**config.mk**
```make
export PLATFORM = sky130hd
export DESIGN_NAME = io_block
export DESIGN_NICKNAME = d
export VERILOG_FILES = /design/src/logic/bus_pkg.sv /design/src/logic/io_block.sv
export VERILOG_INCLUDE_DIRS = /design/src /design/src/logic
export SDC_FILE = /design/constraint.sdc
export NUM_CORES = 1
export LEC_CHECK = 0
export ABC_CLOCK_PERIOD_IN_PS = 3600
export BUFFER_PORTS_ARGS = -buffer_cell sky130_fd_sc_hd__buf_2
export CORE_MARGIN = 1.5
export CORE_UTILIZATION = 51
export DETAILED_ROUTE_END_ITERATION = 7
export MAX_ROUTING_LAYER = met4
export PLACE_DENSITY_LB_ADDON = 0.1
export SLEW_MARGIN = 15
export SYNTH_ARGS = -nofsm -noshare
export SYNTH_HDL_FRONTEND = slang
export SYNTH_SLANG_ARGS = --single-unit
```
**constraint.sdc**
```tcl
create_clock -name clk -period 3.6 [get_ports clk]
set_input_delay 0.36 -clock clk [delete_from_list [all_inputs] [get_ports clk]]
set_output_delay 0.36 -clock clk [all_outputs]
set_load 0.03 [all_outputs]
```
**src/logic/bus_macros.svh**
```systemverilog
`ifndef BUS_MACROS_SVH
`define BUS_MACROS_SVH

// BIOS on-chip RAM depth in 16-bit words.
`define BIOS_WORDS 4096

// Main RAM depth in words, aliased above this size.
`define MAIN_RAM_WORDS 4096

// Cycles from first chip select to the main RAM ack.
`define MAIN_RAM_WAIT 3

// Address bits 19:13 all set selects the BIOS region.
`define BIOS_BASE_BITS 7'h7f

// I/O byte addresses.
`define IO_CONFIG_ADDR 16'hfffc
`define IO_SCRATCH_ADDR 16'hfffa

`endif

```
**src/logic/bus_pkg.sv**
```systemverilog
package bus_pkg;

    // One bus request, held by the master until it sees ack.
    typedef struct packed {
        logic        access;  // Access in progress.
        logic        wr_en;   // Write when set.
        logic [1:0]  bytesel; // Upper and lower byte lanes.
        logic [19:1] addr;    // Word address.
        logic [15:0] wdata;
    } bus_req_t;

    // Response; an idle target drives all zeros so responses can be ORed.
    typedef struct packed {
        logic        ack;   // One cycle pulse.
        logic [15:0] rdata; // Valid with ack only.
    } bus_rsp_t;

endpackage

```
**src/logic/io_block.sv**
```systemverilog
`timescale 1ns/100ps
`include "bus_macros.svh"

module io_block import bus_pkg::*; (
    input  logic        clk,
    input  logic        arst_n,
    input  logic        d_io,
    input  bus_req_t    req,
    output bus_rsp_t    rsp,
    output logic [15:0] mem_config
);

    logic [15:0] io_addr;
    logic        sel;
    logic        hit_config;
    logic        hit_scratch;
    logic        ack_q;
    logic [15:0] rdata_q;
    logic [15:0] config_q;
    logic [15:0] scratch_q;
    logic [15:0] read_val;

    // I/O space is 16-bit byte addressed.
    assign io_addr = {req.addr[15:1], 1'b0};

    assign sel         = d_io && req.access && !ack_q; // One ack per access.
    assign hit_config  = (io_addr == `IO_CONFIG_ADDR);
    assign hit_scratch = (io_addr == `IO_SCRATCH_ADDR);

    always_comb begin
        if (hit_config) begin
            read_val = config_q;
        end else if (hit_scratch) begin
            read_val = scratch_q;
        end else begin
            read_val = '0; // Unmapped reads as zero.
        end
    end

    always_ff @(posedge clk or negedge arst_n) begin
        if (!arst_n) begin
            config_q  <= '0;
            scratch_q <= '0;
        end else if (sel && req.wr_en) begin
            if (hit_config && req.bytesel[0]) begin
                config_q[7:0] <= req.wdata[7:0];
            end
            if (hit_config && req.bytesel[1]) begin
                config_q[15:8] <= req.wdata[15:8];
            end
            if (hit_scratch && req.bytesel[0]) begin
                scratch_q[7:0] <= req.wdata[7:0];
            end
            if (hit_scratch && req.bytesel[1]) begin
                scratch_q[15:8] <= req.wdata[15:8];
            end
        end
    end

    // Every I/O address gets an ack, mapped or not.
    always_ff @(posedge clk or negedge arst_n) begin
        if (!arst_n) begin
            ack_q   <= 1'b0;
            rdata_q <= '0;
        end else begin
            ack_q <= sel;
            if (sel && !req.wr_en) begin
                rdata_q <= read_val;
            end else begin
                rdata_q <= '0;
            end
        end
    end

    assign rsp.ack    = ack_q;
    assign rsp.rdata  = rdata_q;
    assign mem_config = config_q; // To a later memory controller.

endmodule

```
==> impl_metrics.tcl <==
set metrics [dict create \
    cts_made_buffers 5 \
    drtPass1Iterations 4 \
    powerDensity_nw_per_um2 398 \
    cts-root-buf "clkbuf_8" \
    gr-total-overflow 0 \
    finalSetupTns_ns 0 \
    final_util_pct 66.5 \
    drt-total-wl_um 3860 \
    grt.total_usage_pct 21.4 \
    cap_violations 0 \
    synth_edf_count 0 \
    seqPwrFrac_pct 56.8 \
    required_ns 3.78 \
    power.share.clock_pct 38.1 \
    p_sw_uw 198 \
    postRouteAntennaNets 0 \
    p_int_uw 771 \
    comb_power_share_pct 5.1 \
    die_h_um 64.6 \
    drc 0 \
    io_pins 75 \
    synth_top_cell_area_share_pct 63.4 \
    period_minus_slack_ns 1.62 \
    end_kind "register" \
    grt_pass1_vias 1451 \
    cts_buffer_depth 2 \
    synth_area_leaders "dfrtp_1 63%, mux2_2 19%, a22oi_1 6.2%, nor2_1 3.3%, nand2_2 1.3%" \
    clock_latency_ns 0.30 \
    grt_setup_unrepaired "no" \
    critPathMaxStageDelay_ns 0.38 \
    setup_violations 0 \
    maxSlewHeadroom_pct 30.7 \
    core_um2 3660 \
    area_delta_synth_final_pct 26.0 \
    post-cts-setup-buffers 0 \
    ys.flop_type "dfrtp_1" \
    vdd_ir_drop_max_uv 238 \
    die_w_um 64.6 \
    finalPower_uw 969 \
    ys_types 18 \
    cts_tree "yes" \
    viasPerCell 5.22 \
    synth.most_common_cell "dfrtp_1" \
    rows 22 \
    dp.cells 256 \
    tightest_slew_ns 1.04 \
    fmax_mhz 617 \
    crit_fanout 8 \
    leakage_nw 1.33 \
    htree_levels 2 \
    hold_violations 0 \
    die-area_um2 4170 \
    synthCells 142 \
    post_drt_wl_per_cell_um 14.7 \
    yosysTopAreaCell "dfrtp_1" \
    seq_area_frac_synth_pct 63.4 \
    regArea_um2 1230 \
    antenna_found_initial 0 \
    cts_resized 0 \
    drt_iter0_drc 67 \
    via_count 1374 \
    crit_chain "nand3b_1, nor3_1, nand2_2, mux2_2" \
    floorplan.initialDensity_pct 52.8 \
    arrival_ns 1.81 \
    yosysWarnings 0 \
    path_clk_slew_ns 0.08 \
    holdBufCountCts 0 \
    portBuffers 70 \
    place_congestion 0.730 \
    place_area_um2 2330 \
    synth_common_cells "49 x dfrtp_1, 32 x mux2_2, 17 x nor2_1, 16 x a22oi_1" \
    multiInputGateArea_um2 676 \
    avgSynthCellArea_um2 13.6 \
    grt_pass1_wl_um 6460 \
    switching_share_pct 20.4 \
    drive_gt1_share_pct 54.0 \
    fin_skew_ns 0.00403 \
    grt_max_degree 50 \
    slowest_stage "dfrtp_1" \
    n_fill_cell 292 \
    synth_seq_cells 49 \
    finalNetCount 257 \
    critPathLaunchType "register" \
    hpwl_um 2700 \
    stdcell_area_um2 2430 \
    mappedNetlistNets 184 \
    finalNonFillerCells 263 \
    synth_area_um2 1930 \
    cts_num_sinks 49 \
    antennaDiodeCount 0 \
    slew_violations 0 \
    timing.final.crit_share_pct 45.0 \
    hold_path.class "input port to asynchronous set/reset pin" \
    status "finished clean" \
    worstSetupPathType "register to register" \
    async_flop_share_pct 100 \
]
cell usage in the layout, fill, tap and decap left out, types with 2 or more instances in the layout:
cell	n
mux2_2	32
nor3_1	4
clkbuf_8	5
buf_4	2
nand4_1	2
nor2_1	17
nand2_1	4
nand2_2	4
nand2b_1	2
dfrtp_1	49
a22oi_1	16
buf_2	70
nor2b_1	2
through the flow:
| stage | hold slack, ns | setup slack, ns |
|---|---|---|
| after floorplan | 0.0644 | 2.07 |
| final | 0.242 | 1.98 |
| after CTS | 0.278 | 1.98 |
| after detailed placement | 0.495 | 1.68 |
| after global routing | 0.291 | 1.88 |
| after global placement | 0.487 | 1.73 |
worst paths after layout:
| path | start | endpoint | slack (ns) | depth (start not counted) |
|---|---|---|---|---|
| hold reg to reg | scratch_q[13]$_DFFE_PN0P_ | scratch_q[13]$_DFFE_PN0P_ | 0.51 | 1 |
| setup / recovery | ack_q$_DFF_PN0_ | mem_config[9]$_DFFE_PN0P_ | 1.98 | 4 |
| min in group clk | req[11] | scratch_q[11]$_DFFE_PN0P_ | 0.30 | 2 |
| max in group asynchronous | arst_n | scratch_q[7]$_DFFE_PN0P_ | 2.72 | 1 |
| setup reg to reg | ack_q$_DFF_PN0_ | mem_config[9]$_DFFE_PN0P_ | 1.98 | 4 |
| hold / removal | arst_n | mem_config[9]$_DFFE_PN0P_ | 0.24 | 1 |
worst max-delay path: cells and delay by family, from the launching register on:
kind	cells	cell delay (ns)
flip-flops	1	0.38
multiplexers	1	0.34
AND/OR/NAND/NOR	3	0.79
layer usage:
layer	GRT usage, %	part of all wire, %	vias up
li1	-	-	644
met1	23.6	40	678
met2	37.5	52	44
met3	5.38	5.9	8
met4	7.98	1.8	0
met5	-	0	-
state kept, by name, summed over array words and instances (netlist names):
name,flops
ack_q,1
mem_config,16
rdata_q,16
scratch_q,16
power groups by stage:
stage | clock, mW | sequential (mW) | combinational (mW)
after global routing | 0.398 | 0.551 | 0.0558
final | 0.369 | 0.551 | 0.0495
after global placement | 0 | 0.562 | 0.0480
after floorplan | 0 | 0.562 | 0.0135
after CTS | 0.380 | 0.551 | 0.0504
after detailed placement | 0 | 0.562 | 0.0504
area by class of cell:
cell class              instances  share of cell area, %
well taps                      48                   2.47
clock inverters                 2                   1.44
flip-flops and latches         49                   50.4
clock buffers                   5                   2.83
multi-input cells              86                   27.7
inverters                       1                  0.154
repair buffers                 72                   15.0
cells by family after synthesis:
family	count (synthesis)	share of synthesized area [%]
flops	49	63.4
simple gates	38	10.1
compound gates	16	6.21
mux	32	18.6
buf+inv	7	1.62
Power figures use the tool's default switching activity.
