<file path="src/logic/bus_macros.svh">
`ifndef BUS_MACROS_SVH
`define BUS_MACROS_SVH

// BIOS on-chip RAM depth in 16-bit words.
`define BIOS_WORDS 4096

// Main RAM depth in words, aliased above this size.
`define MAIN_RAM_WORDS 4096

// Cycles from first chip select to the main RAM ack.
`define MAIN_RAM_WAIT 3

// Address bits 19:13 all set selects the BIOS region.
`define BIOS_BASE_BITS 7'h7f

// I/O byte addresses.
`define IO_CONFIG_ADDR 16'hfffc
`define IO_SCRATCH_ADDR 16'hfffa

`endif

</file>
<file path="src/logic/bus_pkg.sv">
package bus_pkg;

    // One bus request, held by the master until it sees ack.
    typedef struct packed {
        logic        access;  // Access in progress.
        logic        wr_en;   // Write when set.
        logic [1:0]  bytesel; // Upper and lower byte lanes.
        logic [19:1] addr;    // Word address.
        logic [15:0] wdata;
    } bus_req_t;

    // Response; an idle target drives all zeros so responses can be ORed.
    typedef struct packed {
        logic        ack;   // One cycle pulse.
        logic [15:0] rdata; // Valid with ack only.
    } bus_rsp_t;

endpackage

</file>
<file path="src/logic/mem_arbiter.sv">
`timescale 1ns/100ps

module mem_arbiter import bus_pkg::*; (
    input  logic     clk,
    input  logic     arst_n,
    input  bus_req_t instr_req,
    input  bus_req_t data_req,
    input  bus_rsp_t mem_rsp,
    output bus_rsp_t instr_rsp,
    output bus_rsp_t data_rsp,
    output bus_req_t mem_req
);

    typedef enum logic [1:0] {
        ARB_IDLE,
        ARB_INSTR,
        ARB_DATA
    } arb_state_t;

    arb_state_t state;
    arb_state_t state_next;

    always_comb begin
        state_next = state;
        case (state)
            ARB_IDLE: begin
                // Data side has fixed priority.
                if (data_req.access) begin
                    state_next = ARB_DATA;
                end else if (instr_req.access) begin
                    state_next = ARB_INSTR;
                end
            end
            ARB_INSTR, ARB_DATA: begin
                if (mem_rsp.ack) begin
                    state_next = ARB_IDLE; // Target done.
                end
            end
            default: begin
                state_next = ARB_IDLE;
            end
        endcase
    end

    always_ff @(posedge clk or negedge arst_n) begin
        if (!arst_n) begin
            state <= ARB_IDLE;
        end else begin
            state <= state_next;
        end
    end

    // Granted request goes out as is; the response only returns to its owner.
    always_comb begin
        mem_req   = '0;
        instr_rsp = '0;
        data_rsp  = '0;
        case (state)
            ARB_INSTR: begin
                mem_req   = instr_req;
                instr_rsp = mem_rsp;
            end
            ARB_DATA: begin
                mem_req  = data_req;
                data_rsp = mem_rsp;
            end
            default: begin
                mem_req = '0; // Bus quiet while idle.
            end
        endcase
    end

endmodule

</file>
<file path="config.mk">
export PLATFORM = sky130hd
export DESIGN_NAME = mem_arbiter
export DESIGN_NICKNAME = d
export VERILOG_FILES = /design/src/logic/bus_macros.svh /design/src/logic/bus_pkg.sv /design/src/logic/mem_arbiter.sv
export SDC_FILE = /design/constraint.sdc
export NUM_CORES = 1
export LEC_CHECK = 0
export ABC_CLOCK_PERIOD_IN_PS = 1500
export BUFFER_PORTS_ARGS = -buffer_cell sky130_fd_sc_hd__buf_4
export CORE_MARGIN = 5
export CORE_UTILIZATION = 29
export CTS_CLUSTER_SIZE = 8
export DETAILED_ROUTE_END_ITERATION = 10
export GPL_TIMING_DRIVEN = 1
export PLACE_DENSITY = 0.91
export SLEW_MARGIN = 20
export SYNTH_ARGS = -nofsm -noshare
export SYNTH_HDL_FRONTEND = slang
export SYNTH_SLANG_ARGS = --single-unit
</file>
<file path="constraint.sdc">
create_clock -name clk -period 1.5 [get_ports clk]
set_input_delay 0.075 -clock clk [delete_from_list [all_inputs] [get_ports clk]]
set_output_delay 0.075 -clock clk [all_outputs]
set_load 0.02 [all_outputs]
</file>
==> results.md, run 1 <==
- The flip-flop count of the largest register, all copies and words added is 2.
- The master cell of the clock root buffer is sky130_fd_sc_hd__clkbuf_8.
- After detailed routing, the number of vias per cell comes to 4.85.
- The most critical setup path has its startpoint at state[1].
- Input and output buffers added on the ports amount to roughly 170.
- Buffers inserted during clock tree synthesis total 3.
- Sequential cells account for 1.9% of the total power.
- The final-report setup violation count is 48.
- The synthesized netlist occupies a cell area of 1090 um2.
- The peak ir drop on the vdd network is ~0.0012 V.
- The worst hold slack is around 0.14 ns.
- In the layout the commonest cells are 144 x sky130_fd_sc_hd__buf_4, 28 x sky130_fd_sc_hd__a22oi_2, 28 x sky130_fd_sc_hd__buf_6.
- The floorplan step defined a die boundary enclosing around 5100 um2.
- The clock share of power is roughly 4.2%.
- The critical path is of the flip-flop to output port type.
- The worst register-to-register path begins at state[1].
- After detailed routing, the number of remaining DRC violations is 0.
- In this run the power spent charging and discharging nets is 2.27 mW.
- In this run the most critical hold path is launched from data_req[38].
- The final worst-path setup slack is -0.0829 ns.
- The clock arrives with 0.000514 ns of skew.
- The effective utilization at floorplan is just under 30%.
- The total number of vias is 1760.
- The net count after synthesis is roughly 240.
- The final number of max-transition violations is 0.
- The area after detailed placement is 2380 um2.
- The post-detailed-placement half-perimeter wirelength is ~4.2 mm.
- A synthesized cell averages 7.67 um2.
- The fraction of the yosys area taken by sequential cells is about 4.6%.
- Of the cells placed in the final design, the portion with a size suffix greater than 1 is between 80% and 90%.
- After routing the design area is just under 3000 um2.
- In this run, the number of DRC markers left after iteration 0 of detailed routing was 29.
- The first global-routing pass estimated 8.84 mm of wire.
- The count of synthesis-stage warnings from yosys is 0.
- The final reports fail on negative setup slack.
- Adding up every negative setup slack in the final design gives -1.80 ns.
- The clock tree buffer depth is 2.
- The run finished, with violations left.
- The most frequent standard cell in the layout excluding fill and tap cells is sky130_fd_sc_hd__buf_4.
- The net total in the final layout is ~420.
- For the worst-skew pair, the clock arrives at the later sink with an insertion delay of approximately 0.21 ns.
- Power spread over the standard cell area amounts to 1740 nW/um2.
- Data arrives at the worst endpoint at between 1.5 and 2 ns.
- The number of detailed-route iterations in the first pass is 4.
- The total clock sinks is 2.
- The upper clock frequency limit is 0.632 GHz.
- Power comes to 5.13 mW.
- At the end of routability-driven placement, the weighted congestion stood at ~0.77.
- The via count of the first global-routing pass is between 1.5k and 2k.
- In this run, placement finished with an instance count of 349.
- From bottom edge to top edge, the die measures between 70 and 80 um.
- Setup slack on the worst reg-to-reg path comes out at 0.17 ns.
- The launching element type of the critical path is a flip-flop.
- The distinct cell type count of the synthesized netlist is 19.
- For this design the static power due to leakage is roughly 1.4 nW.
- The classification of the worst-slack hold path is input pin to flip-flop.
- Subtracting the final worst setup slack from the clock period gives about 1.6 ns.
- The chip width is around 70 um.
- Once layout is complete, the cells apart from fillers number 363.
- The fraction of power spent switching nets is between 40% and 50%.
- Of all nets on the critical path, the largest fanout is 25.
- Row generation in the floorplan step produced 22 rows.
- From synthesis to final layout, the design area changed by 171%.
- The capturing element type of the critical path is an output port.
- Setup repair after global routing could not meet its margin everywhere.
- For this design the top-level I/O count stands at 170.
- The number of antenna diodes in the final layout is 0.
- CTS built an H-tree with a depth of 1.
- In this run, synthesis produced a sequential element count of 2.
- The transition time at the pin with the least slew margin is between 0.2 and 0.25 ns.
- TritonCTS built the clock tree.
- Wires add up to ~6.3 mm.
- In the final layout, the registers with the most flip-flops are state: 2 flops.
- The data required time of the worst path is ~1.4 ns.
- The max-capacitance violation count is 0.
- The gate count after technology mapping is between 100 and 150.
- The floorplan step defined a core boundary enclosing approximately 3700 um2.
- The pin count of the biggest net entering global routing is 28.
- The post-route fraction of the period consumed by the critical path is 106%.
- The top register by number of flip-flops is state.
- After detailed routing, the average wire length per cell comes to around 17 um.
- The overall track demand over capacity in global routing is between 20% and 30%.
- In this run the remaining antenna-violating nets after routing total 0.
- The count of final hold-check violations is 0.
- The CTS clock-pin slew for the worst setup and hold paths is roughly 0.030 ns.
- Internal power comes to 2.86 mW.
- The worst pin sits at a relative slew slack of 84.9%.
- The overflow left after global routing is 0.
- The fraction of power consumed by combinational cells is a little over nine tenths.
- The initial antenna violation count was 0.
[through the flow]
step,setup slack (ns),util (%)
3_3_place_gp,0.121,64.9
2_1_floorplan,0.0852,-
6_report,-0.0829,80.6
3_5_place_dp,-0.00230,64.9
4_1_cts,-0.0808,74.8
5_1_grt,-0.168,80.6
[cell type report]
cell class | instances | area, um2
Fill cell | 241 | 712
Sequential cell | 2 | 50.0
Multi-Input combinational cell | 122 | 1090
Clock buffer | 3 | 41.3
Tap cell | 48 | 60.1
Inverter | 2 | 7.51
Timing Repair Buffer | 186 | 1700
[cell usage after synthesis]
| cell type | n | area share [%] |
|---|---|---|
| sky130_fd_sc_hd__and2_1 | 34 | 20 |
| sky130_fd_sc_hd__a22oi_1 | 29 | 20 |
| sky130_fd_sc_hd__nor2b_1 | 29 | 17 |
| sky130_fd_sc_hd__a22oi_2 | 10 | 11 |
| sky130_fd_sc_hd__nor2b_2 | 10 | 8.0 |
| sky130_fd_sc_hd__buf_6 | 6 | 6.2 |
| sky130_fd_sc_hd__clkbuf_1 | 4 | 1.4 |
| sky130_fd_sc_hd__ha_1 | 3 | 3.4 |
| sky130_fd_sc_hd__a21oi_1 | 2 | 0.92 |
| sky130_fd_sc_hd__buf_4 | 2 | 1.4 |
| sky130_fd_sc_hd__clkbuf_2 | 2 | 0.92 |
| sky130_fd_sc_hd__dfrtp_1 | 2 | 4.6 |
| sky130_fd_sc_hd__inv_1 | 2 | 0.69 |
| sky130_fd_sc_hd__nand2b_1 | 2 | 1.1 |
| sky130_fd_sc_hd__a31o_2 | 1 | 0.80 |
| sky130_fd_sc_hd__buf_2 | 1 | 0.46 |
| sky130_fd_sc_hd__buf_8 | 1 | 1.4 |
| sky130_fd_sc_hd__nand2_1 | 1 | 0.34 |
| sky130_fd_sc_hd__o22ai_1 | 1 | 0.58 |
[final timing paths]
| check | to | depth (start not counted) |
|---|---|---|
| max | mem_req[26] | 6 |
| min | state[1] | 2 |
| max reg2reg | state[1] | 5 |
| min reg2reg | state[0] | 3 |
| max in group asynchronous | state[1] | 2 |
| min in group asynchronous | state[0] | 2 |
[power groups by stage]
stage | Combinational [mW] | Clock (mW) | Sequential (mW)
2_1_floorplan | 2.28 | 0 | 0.0908
3_3_place_gp | 3.45 | 0 | 0.0941
3_5_place_dp | 3.49 | 0 | 0.0952
4_1_cts | 4.31 | 0.219 | 0.0995
5_1_grt | 5.07 | 0.227 | 0.102
6_report | 4.82 | 0.214 | 0.0996
[repair_timing]
item,in CTS,in global routing
gates resized for setup,42,38
endpoints found under the hold margin,2,0
hold buffers,1,0
pin swaps,2,0
setup endpoints to repair,63,73
setup buffers,3,1
cloned,3,3
[per-layer routing]
layer	vias up	share of wire, %	GRT usage (%)
met5	-	0	0
met4	0	2.0	9.60
met3	10	10	6.87
met2	104	54	39.6
met1	801	34	22.2
li1	845	-	-
[critical path: stages (launching register included)]
cell	delay (ns)
sky130_fd_sc_hd__dfrtp_1	0.41
sky130_fd_sc_hd__inv_2	0.12
sky130_fd_sc_hd__ha_4	0.18
sky130_fd_sc_hd__buf_12	0.18
sky130_fd_sc_hd__a22oi_2	0.09
sky130_fd_sc_hd__nor2b_1	0.14
sky130_fd_sc_hd__buf_4	0.16
[logic make-up after synthesis]
| logic type | count (synthesis) | synth area share [%] |
|---|---|---|
| AO/OA/AOI/OAI | 43 | 33.8 |
| AND/OR/NAND/NOR | 76 | 45.7 |
| flip-flops | 2 | 4.60 |
| adder cells (fa/ha/maj) | 3 | 3.45 |
| buffers and inverters | 18 | 12.4 |
Note: power is estimated with default switching activity, not from simulation.
==> run 2: changes to the inputs <==
- CORE_UTILIZATION: 29 -> 30
- CTS_BUF_LIST: default -> sky130_fd_sc_hd__clkbuf_4
- PLACE_DENSITY: 0.91 -> 0.94
==> run 2 against run 1 <==
The flow still finishes with violations (negative setup slack). Fmax is 6.4% lower. Combinational power is 5.0% lower. Critical path type unchanged. Clock power shrank 43%. Cell area is 3.6% lower.
==> results.md, run 2 (synthesis results as in run 1) <==
- The worst-case headroom to the max-slew limit is 85.3%.
- Once routing completed, OpenROAD measured the worst setup slack at -0.192 ns.
- The post-route fraction of the period consumed by the critical path is 113%.
- The total number of vias is 1791.
- STA classifies the critical path startpoint as a flip-flop.
- The final core area utilization is roughly 83%.
- The transition time at the pin with the least slew margin is ~0.22 ns.
- The net switching component of the power is around 2.2 mW.
- Once the floorplan was initialized, standard cells occupied between 30% and 40% of the core.
- The critical path startpoint is state[1].
- The overall track demand over capacity in global routing is between 20% and 30%.
- The number of I/O pins is 170.
- Setup repair after global routing could not meet its margin everywhere.
- The worst register-to-register path has a setup slack of roughly 0.060 ns.
- The design internal power is 2.57 mW.
- The count of filler cells inserted in the layout is slightly above 200.
- The floorplan step set the die width to 70.2 um.
- Total power for the finished layout comes to between 4 and 5 mW.
- The area after detailed placement is roughly 2400 um2.
- The die covers roughly 4900 um2.
- The footprint of the multi-input gates is roughly 1100 um2.
- Input and output buffers added on the ports amount to between 150 and 200.
- The final routed wire length divided by cell count is ~19 um.
- The total area inside the core boundary comes to about 3400 um2.
- The antenna cell count is 0.
- The top register by number of flip-flops is state.
- The capturing element type of the critical path is an output port.
- The final weighted congestion in routability-driven placement is between 0.7 and 0.8.
- VDD sags by at most 0.00124 V.
- The fraction of layout instances using a drive strength above 1 is around 78%.
- The critical path is of the flip-flop to output port type.
- After clock tree synthesis, the clock-pin slew on the worst setup and hold paths is around 0.03 ns.
- The leakage power summed over all cells is ~1.3 nW.
- In the routed layout, each cell is associated on average with a via count of approximately 5.
- The data arrival time at the worst-slack endpoint is between 1.5 and 2 ns.
- The count of final hold-check violations came to 0.
- The highest net fanout along the worst path is 14.
- The max-capacitance violation count is 0.
- The library cell used most frequently in the layout, excluding fill and tap cells, is sky130_fd_sc_hd__buf_4.
- The worst clock skew is approximately 0.0052 ns.
- The floorplan step set the die height to roughly 70 um.
- The data required time of the worst path is 1.42 ns.
- The number of clock buffers added by TritonCTS is 3.
- The tree is rooted in a sky130_fd_sc_hd__clkbuf_4.
- The count of nets left with antenna violations once routing finished came out at 0.
- In the layout the commonest cells are 144 x sky130_fd_sc_hd__buf_4, 28 x sky130_fd_sc_hd__a22oi_2, 28 x sky130_fd_sc_hd__buf_6.
- The worst-skew pair later-pin latency is around 0.23 ns.
- The fraction of power spent switching nets is between 40% and 50%.
- After the last flow step, the layout net total stands at ~410.
- The classification of the worst-slack hold path is input pin to flip-flop.
- In this run, the number of DRC markers left after iteration 0 of detailed routing was ~110.
- The number of placed instances, taps included, is between 300 and 400.
- In this run the critical register-to-register path is launched from state[1].
- After global routing the overflow that remains totals 0.
- The fraction of power consumed by combinational cells is a little over nine tenths.
- The residual DRC count is 0.
- The initial antenna violation count came to 0.
- TritonCTS built the clock tree.
- The final instance area is around 2800 um2.
- The via count of the first global-routing pass came to ~1.8k.
- For this run, the detailed router's first-pass iteration total came to 4.
- The final reports fail on negative setup slack.
- The worst reg2reg path endpoint is state[1].
- Detailed placement finished with a half-perimeter wire length of between 4 and 5 mm.
- Setup violations remaining at the end of the flow were counted as 58.
- The critical path capture point is mem_req[32].
- The first global-routing pass estimated around 9 mm of wire.
- The sequential cells in the finished layout cover a total of between 50 and 60 um2.
- The register with the most flip-flops in the layout has 2 of them.
- After routing, the total negative slack on setup checks comes to -3.61 ns.
- The clock network burns 2.5% of the power.
- Compared with the post-synthesis result, the final layout area differs by 161%.
- The final number of max-transition violations came to 0.
- The total clock sinks is 2.
- The largest registers in the layout are state: 2 flops.
- Dividing total power by cell area gives a power density of approximately 1700 nW/um2.
- The clock tree buffer depth is 2.
- Registers are responsible for under 10% of the overall power.
- The CTS H-tree depth is 1.
- The upper clock frequency limit is 0.591 GHz.
- The pin count of the biggest net entering global routing is 38.
- After the flow finishes, the layout carries non-filler instances totaling 358.
- The smallest clock period supported by the final layout is computed as about 1.7 ns.
- The initialized floorplan defines 21 standard-cell rows.
- For this block, the routed nets add up to 6.63 mm of wire.
- The flow ran to the end, but the final reports show violations.
- Counting cells, the worst reg-to-reg path comes to 6.
==> run 2: changes by cell type in the layout (fill, tap and decap cells not counted), moves of 2 or more <==
cell / previous run / this run
sky130_fd_sc_hd__and2_1: 17 / 25
sky130_fd_sc_hd__and2_4: 17 / 9
sky130_fd_sc_hd__buf_12: 6 / 3
sky130_fd_sc_hd__clkbuf_4: 0 / 3
sky130_fd_sc_hd__clkbuf_8: 3 / 0
sky130_fd_sc_hd__nor2b_2: 11 / 14
sky130_fd_sc_hd__nor2b_4: 2 / 0
==> run 2: layout make-up <==
cell class | instances | area share [%]
tap | 46 | 2.03
sequential | 2 | 1.81
clock buffer | 3 | 0.793
timing repair buffer | 183 | 57.6
inverter | 2 | 0.352
multi-input combinational | 122 | 37.4
==> run 2: metal layers <==
metal / vias to the layer above / part of all wire [%] / routed length (um) / track usage (%)
met5: - / 0 / 0 / 0
met4: 0 / 2.6 / 174 / 8.09
met3: 14 / 11 / 723 / 7.60
met2: 133 / 53 / 3550 / 43.7
met1: 806 / 33 / 2190 / 21.7
li1: 838 / - / - / -
==> run 2: worst min-delay path by stage <==
| stage | startpoint | to | cells after the start |
|---|---|---|---|
| 4_1_cts | data_req[38] | state[1] | 2 |
| 3_5_place_dp | arst_n | state[0] | 1 |
| 6_report | data_req[38] | state[1] | 2 |
| 3_3_place_gp | arst_n | state[0] | 1 |
| 5_1_grt | data_req[38] | state[1] | 2 |
| 2_1_floorplan | arst_n | state[0] | 0 |
==> run 2: critical path, stage by stage (launching register included) <==
cell                      delay [ns]
sky130_fd_sc_hd__dfrtp_1        0.40
sky130_fd_sc_hd__inv_2          0.12
sky130_fd_sc_hd__ha_4           0.23
sky130_fd_sc_hd__buf_8          0.17
sky130_fd_sc_hd__a22oi_1        0.10
sky130_fd_sc_hd__nor2b_1        0.19
sky130_fd_sc_hd__buf_4          0.18
==> run 2: through the flow <==
stage | hold WS, ns | setup WS, ns
floorplan | -0.221 | 0.0852
global placement | -0.142 | 0.123
detailed placement | -0.139 | 0.0509
CTS | 0.104 | -0.129
global route | 0.119 | -0.239
finish | 0.124 | -0.192
==> run 2: power by group through the flow <==
stage | clock network, mW | logic, mW | registers (mW)
after CTS | 0.125 | 3.93 | 0.103
after floorplan | 0 | 2.28 | 0.0908
after global routing | 0.140 | 4.82 | 0.117
final | 0.121 | 4.58 | 0.114
after detailed placement | 0 | 3.53 | 0.0967
after global placement | 0 | 3.47 | 0.0929
==> run 2: timing repair <==
| item | in CTS | in global routing |
|---|---|---|
| cloned | 2 | 4 |
| setup endpoints to repair | 62 | 73 |
| setup buffers | 1 | 1 |
| pin swaps | 1 | 1 |
| gates resized for setup | 26 | 44 |
| endpoints found under the hold margin | 2 | 0 |
| hold buffers | 1 | 0 |
==> run 3: changes to the inputs <==
- ABC_CLOCK_PERIOD_IN_PS: 1500 -> 1700
- clock period: 1.5 -> 1.7 ns (I/O delays scaled with it)
==> run 3 against run 2 <==
The run now ends clean. Via count decreased by 6.1%. Hold slack improved by 0.010 ns. Flip-flop and latch count unchanged. Register-to-register slack improved by 0.29 ns. Critical path depth unchanged. Worst setup slack improved by 0.27 ns. Combinational power decreased by 27%. Non-clock buffer count decreased by 5. Clock-buffer cell count unchanged. Largest cell class unchanged. Largest power group unchanged. Highest routed layer unchanged.
==> results.md, run 3 (synthesis results as in run 1) <==
- The run finished with clean final reports.
- The final period demand of the worst path is around 1.6 ns.
- The upper clock frequency limit is 0.617 GHz.
- After detailed routing, the total wire length is between 5 and 6 mm.
- The detailed router placed 1682 vias in this run.
- The worst setup path is launched from a flip-flop.
- The transition time at the pin with the least slew margin is about 0.19 ns.
- The chip width is about 70 um.
- The flip-flop count of the largest register, all copies and words added is 2.
- The worst clock skew is about 0.00034 ns.
- In this run the worst path has a maximum fanout of 25.
- The core footprint is 3420 um2.
- The top cell types in the final layout, fill and taps aside, are 171 x sky130_fd_sc_hd__buf_4, 34 x sky130_fd_sc_hd__and2_1, 29 x sky130_fd_sc_hd__nor2b_1.
- The met1 capacity usage during global routing is a little over a fifth.
- Setup repair after global routing left no endpoint under its margin.
- The final routed wire length divided by cell count is roughly 16 um.
- The tool flagged a number of max-cap violations equal to 0.
- The finished layout holds between 300 and 400 standard cells, fillers aside.
- For the final routed database, the setup TNS stands at 0 ns.
- The repair_antennas step left the layout with diodes totalling 0.
- The most frequent standard cell in the layout excluding fill and tap cells is sky130_fd_sc_hd__buf_4.
- For hold timing, the worst endpoint is state[1].
- The count of final hold-check violations is 0.
- STA puts the critical path data required time at ~1.6 ns.
- The endpoint identified for the worst register-to-register timing path is state[1].
- state holds more flip-flops than any other register.
- The CTS tree is yes.
- The worst register-to-register path has a depth of 5.
- Buffers placed on the I/O ports in this run total 169.
- For this run, design rule violations remaining after detail routing come to 0.
- The cell depth of the worst min-delay path is 2.
- The global-route layer with the greatest usage is met2.
- From bottom edge to top edge, the die measures approximately 70 um.
- The worst stage delay on the critical path is 0.42 ns.
- Counting along the longest clock path gives a buffer depth of 2.
- The leakage power summed over all cells is 1.23 nW.
- The total buffers and inverters traversed by the critical path is 3.
- The worst-case headroom to the max-slew limit is a little under 90%.
- In the finished design, the share of the clock period the worst path needs comes to 95.3%.
- The net count of the finished layout is 409.
- The number of detailed-route iterations in the first pass is 5.
- By startpoint and endpoint, the worst setup path is classified as flip-flop to output port.
- STA classifies the critical path endpoint as an output port.
- TritonCTS created 3 clock buffers.
- The first routing iteration left 54 violations.
- The kind of cell with the highest combined delay on the critical path is buffers and inverters.
- In this run the worst hold path is classified as input pin to flip-flop.
- Counting tap cells, the placed design contains a total of roughly 350 instances.
- The via count of the first global-routing pass is approximately 1.7k.
- The launch instance of the worst register-to-register path is state[0].
- The final number of max-transition violations is 0.
- The power density over the cells is approximately 1400 nW/um2.
- The clock reaches the later pin of the worst-skew pair after between 0.2 and 0.25 ns.
- The post-route antenna net violation count is 0.
- The effective utilization at floorplan is 31.9%.
- The master cell of the clock root buffer is sky130_fd_sc_hd__clkbuf_4.
- The via density per instance is between 4 and 5.
- The largest registers in the layout are state: 2 flops.
- The number of I/O pins is 170.
- The total clock sinks is 2.
- The worst reg-to-reg setup slack is 0.35 ns.
- The overflow left after global routing is 0.
- The placement row count is 21.
- After clock tree synthesis, the clock-pin slew on the worst setup and hold paths is ~0.030 ns.
- The first global-routing pass estimated between 8 and 9 mm of wire.
- For the worst setup path, the data arrival time is ~1.5 ns.
- Walking the worst path, the cells encountered are inv_2 -> ha_4 -> buf_12 -> a22oi_1 -> nor2b_1 -> buf_4.
- In the final layout, the share of cells above drive strength 1 is 67.8%.
- The initial antenna violation count is 0.
- The area of the die is 4930 um2.
- The slowest cell on the critical path is sky130_fd_sc_hd__dfrtp_1.
- The peak ir drop on the vdd network is around 0.0011 V.
- The final weighted congestion in routability-driven placement is approximately 0.75.
- The CTS H-tree depth is 1.
- The global-route met3 utilization is 6.60%.
- The launch point of the worst hold path is data_req[38].
- The final-report setup violation count is 0.
- Entering global routing, the biggest net connects 32 pins.
- The global routing usage on met2 is a little under two fifths.
- After filler insertion, the fill cell instance count of the layout stands at 297.
- The area growth from synthesis to layout is 130%.
- The overall track demand over capacity in global routing is between 20 and 25%.
- The critical path runs through a total of 6 cells.
- The post-detailed-placement half-perimeter wirelength is between 4 and 5 mm.
## run 3: cell type report
class | count | area, um2 | share of cell area (%)
clock buffers | 3 | 22.5 | 0.900
inverters | 2 | 7.51 | 0.300
multi-input cells | 122 | 946 | 37.8
flip-flops and latches | 2 | 51.3 | 2.05
well taps | 46 | 57.6 | 2.30
repair buffers | 178 | 1420 | 56.7
## run 3: repair_timing
item                                    4_1_cts  5_1_grt
setup buffers                                 0        1
hold buffers                                  1        0
resized for setup                             2       12
cloned                                        0        1
endpoints found under the setup margin       11       39
pin swaps                                     0        0
hold endpoints to repair                      2        0
## run 3: layer usage
metal	wire, um	up-vias
li1	-	827
met1	1890	748
met2	3050	99
met3	577	8
met4	85	0
met5	0	-
## run 3: worst max-delay path by stage
stage	startpoint	end	slack, ns
final	state[1]	mem_req[28]	0.08
after global routing	state[1]	mem_req[26]	0.006
after CTS	state[0]	mem_req[28]	0.007
after detailed placement	state[1]	mem_req[26]	0.16
after global placement	state[1]	mem_req[27]	0.28
after floorplan	state[1]	mem_req[26]	0.28
## run 3: through the flow
step	worst slack [ns]	cell area (um2)	hold slack (ns)	total power, mW	util (%)
floorplan	0.275	1090	-0.211	2.09	-
global placement	0.277	2370	-0.132	3.16	69.5
detailed placement	0.165	2370	-0.131	3.22	69.5
CTS	0.00686	2410	0.120	3.36	70.7
global route	0.00611	2500	0.138	3.79	73.3
finish	0.0798	2500	0.134	3.55	73.3
## run 3: power breakdown
group | switching, mW | internal (mW) | total, mW | leakage, nW
registers | 0.0284 | 0.0696 | 0.0980 | 0.0242
clock network | 0.0303 | 0.0780 | 0.108 | 0.0138
logic | 1.67 | 1.67 | 3.35 | 1.19
total | 1.73 | 1.82 | 3.55 | 1.23
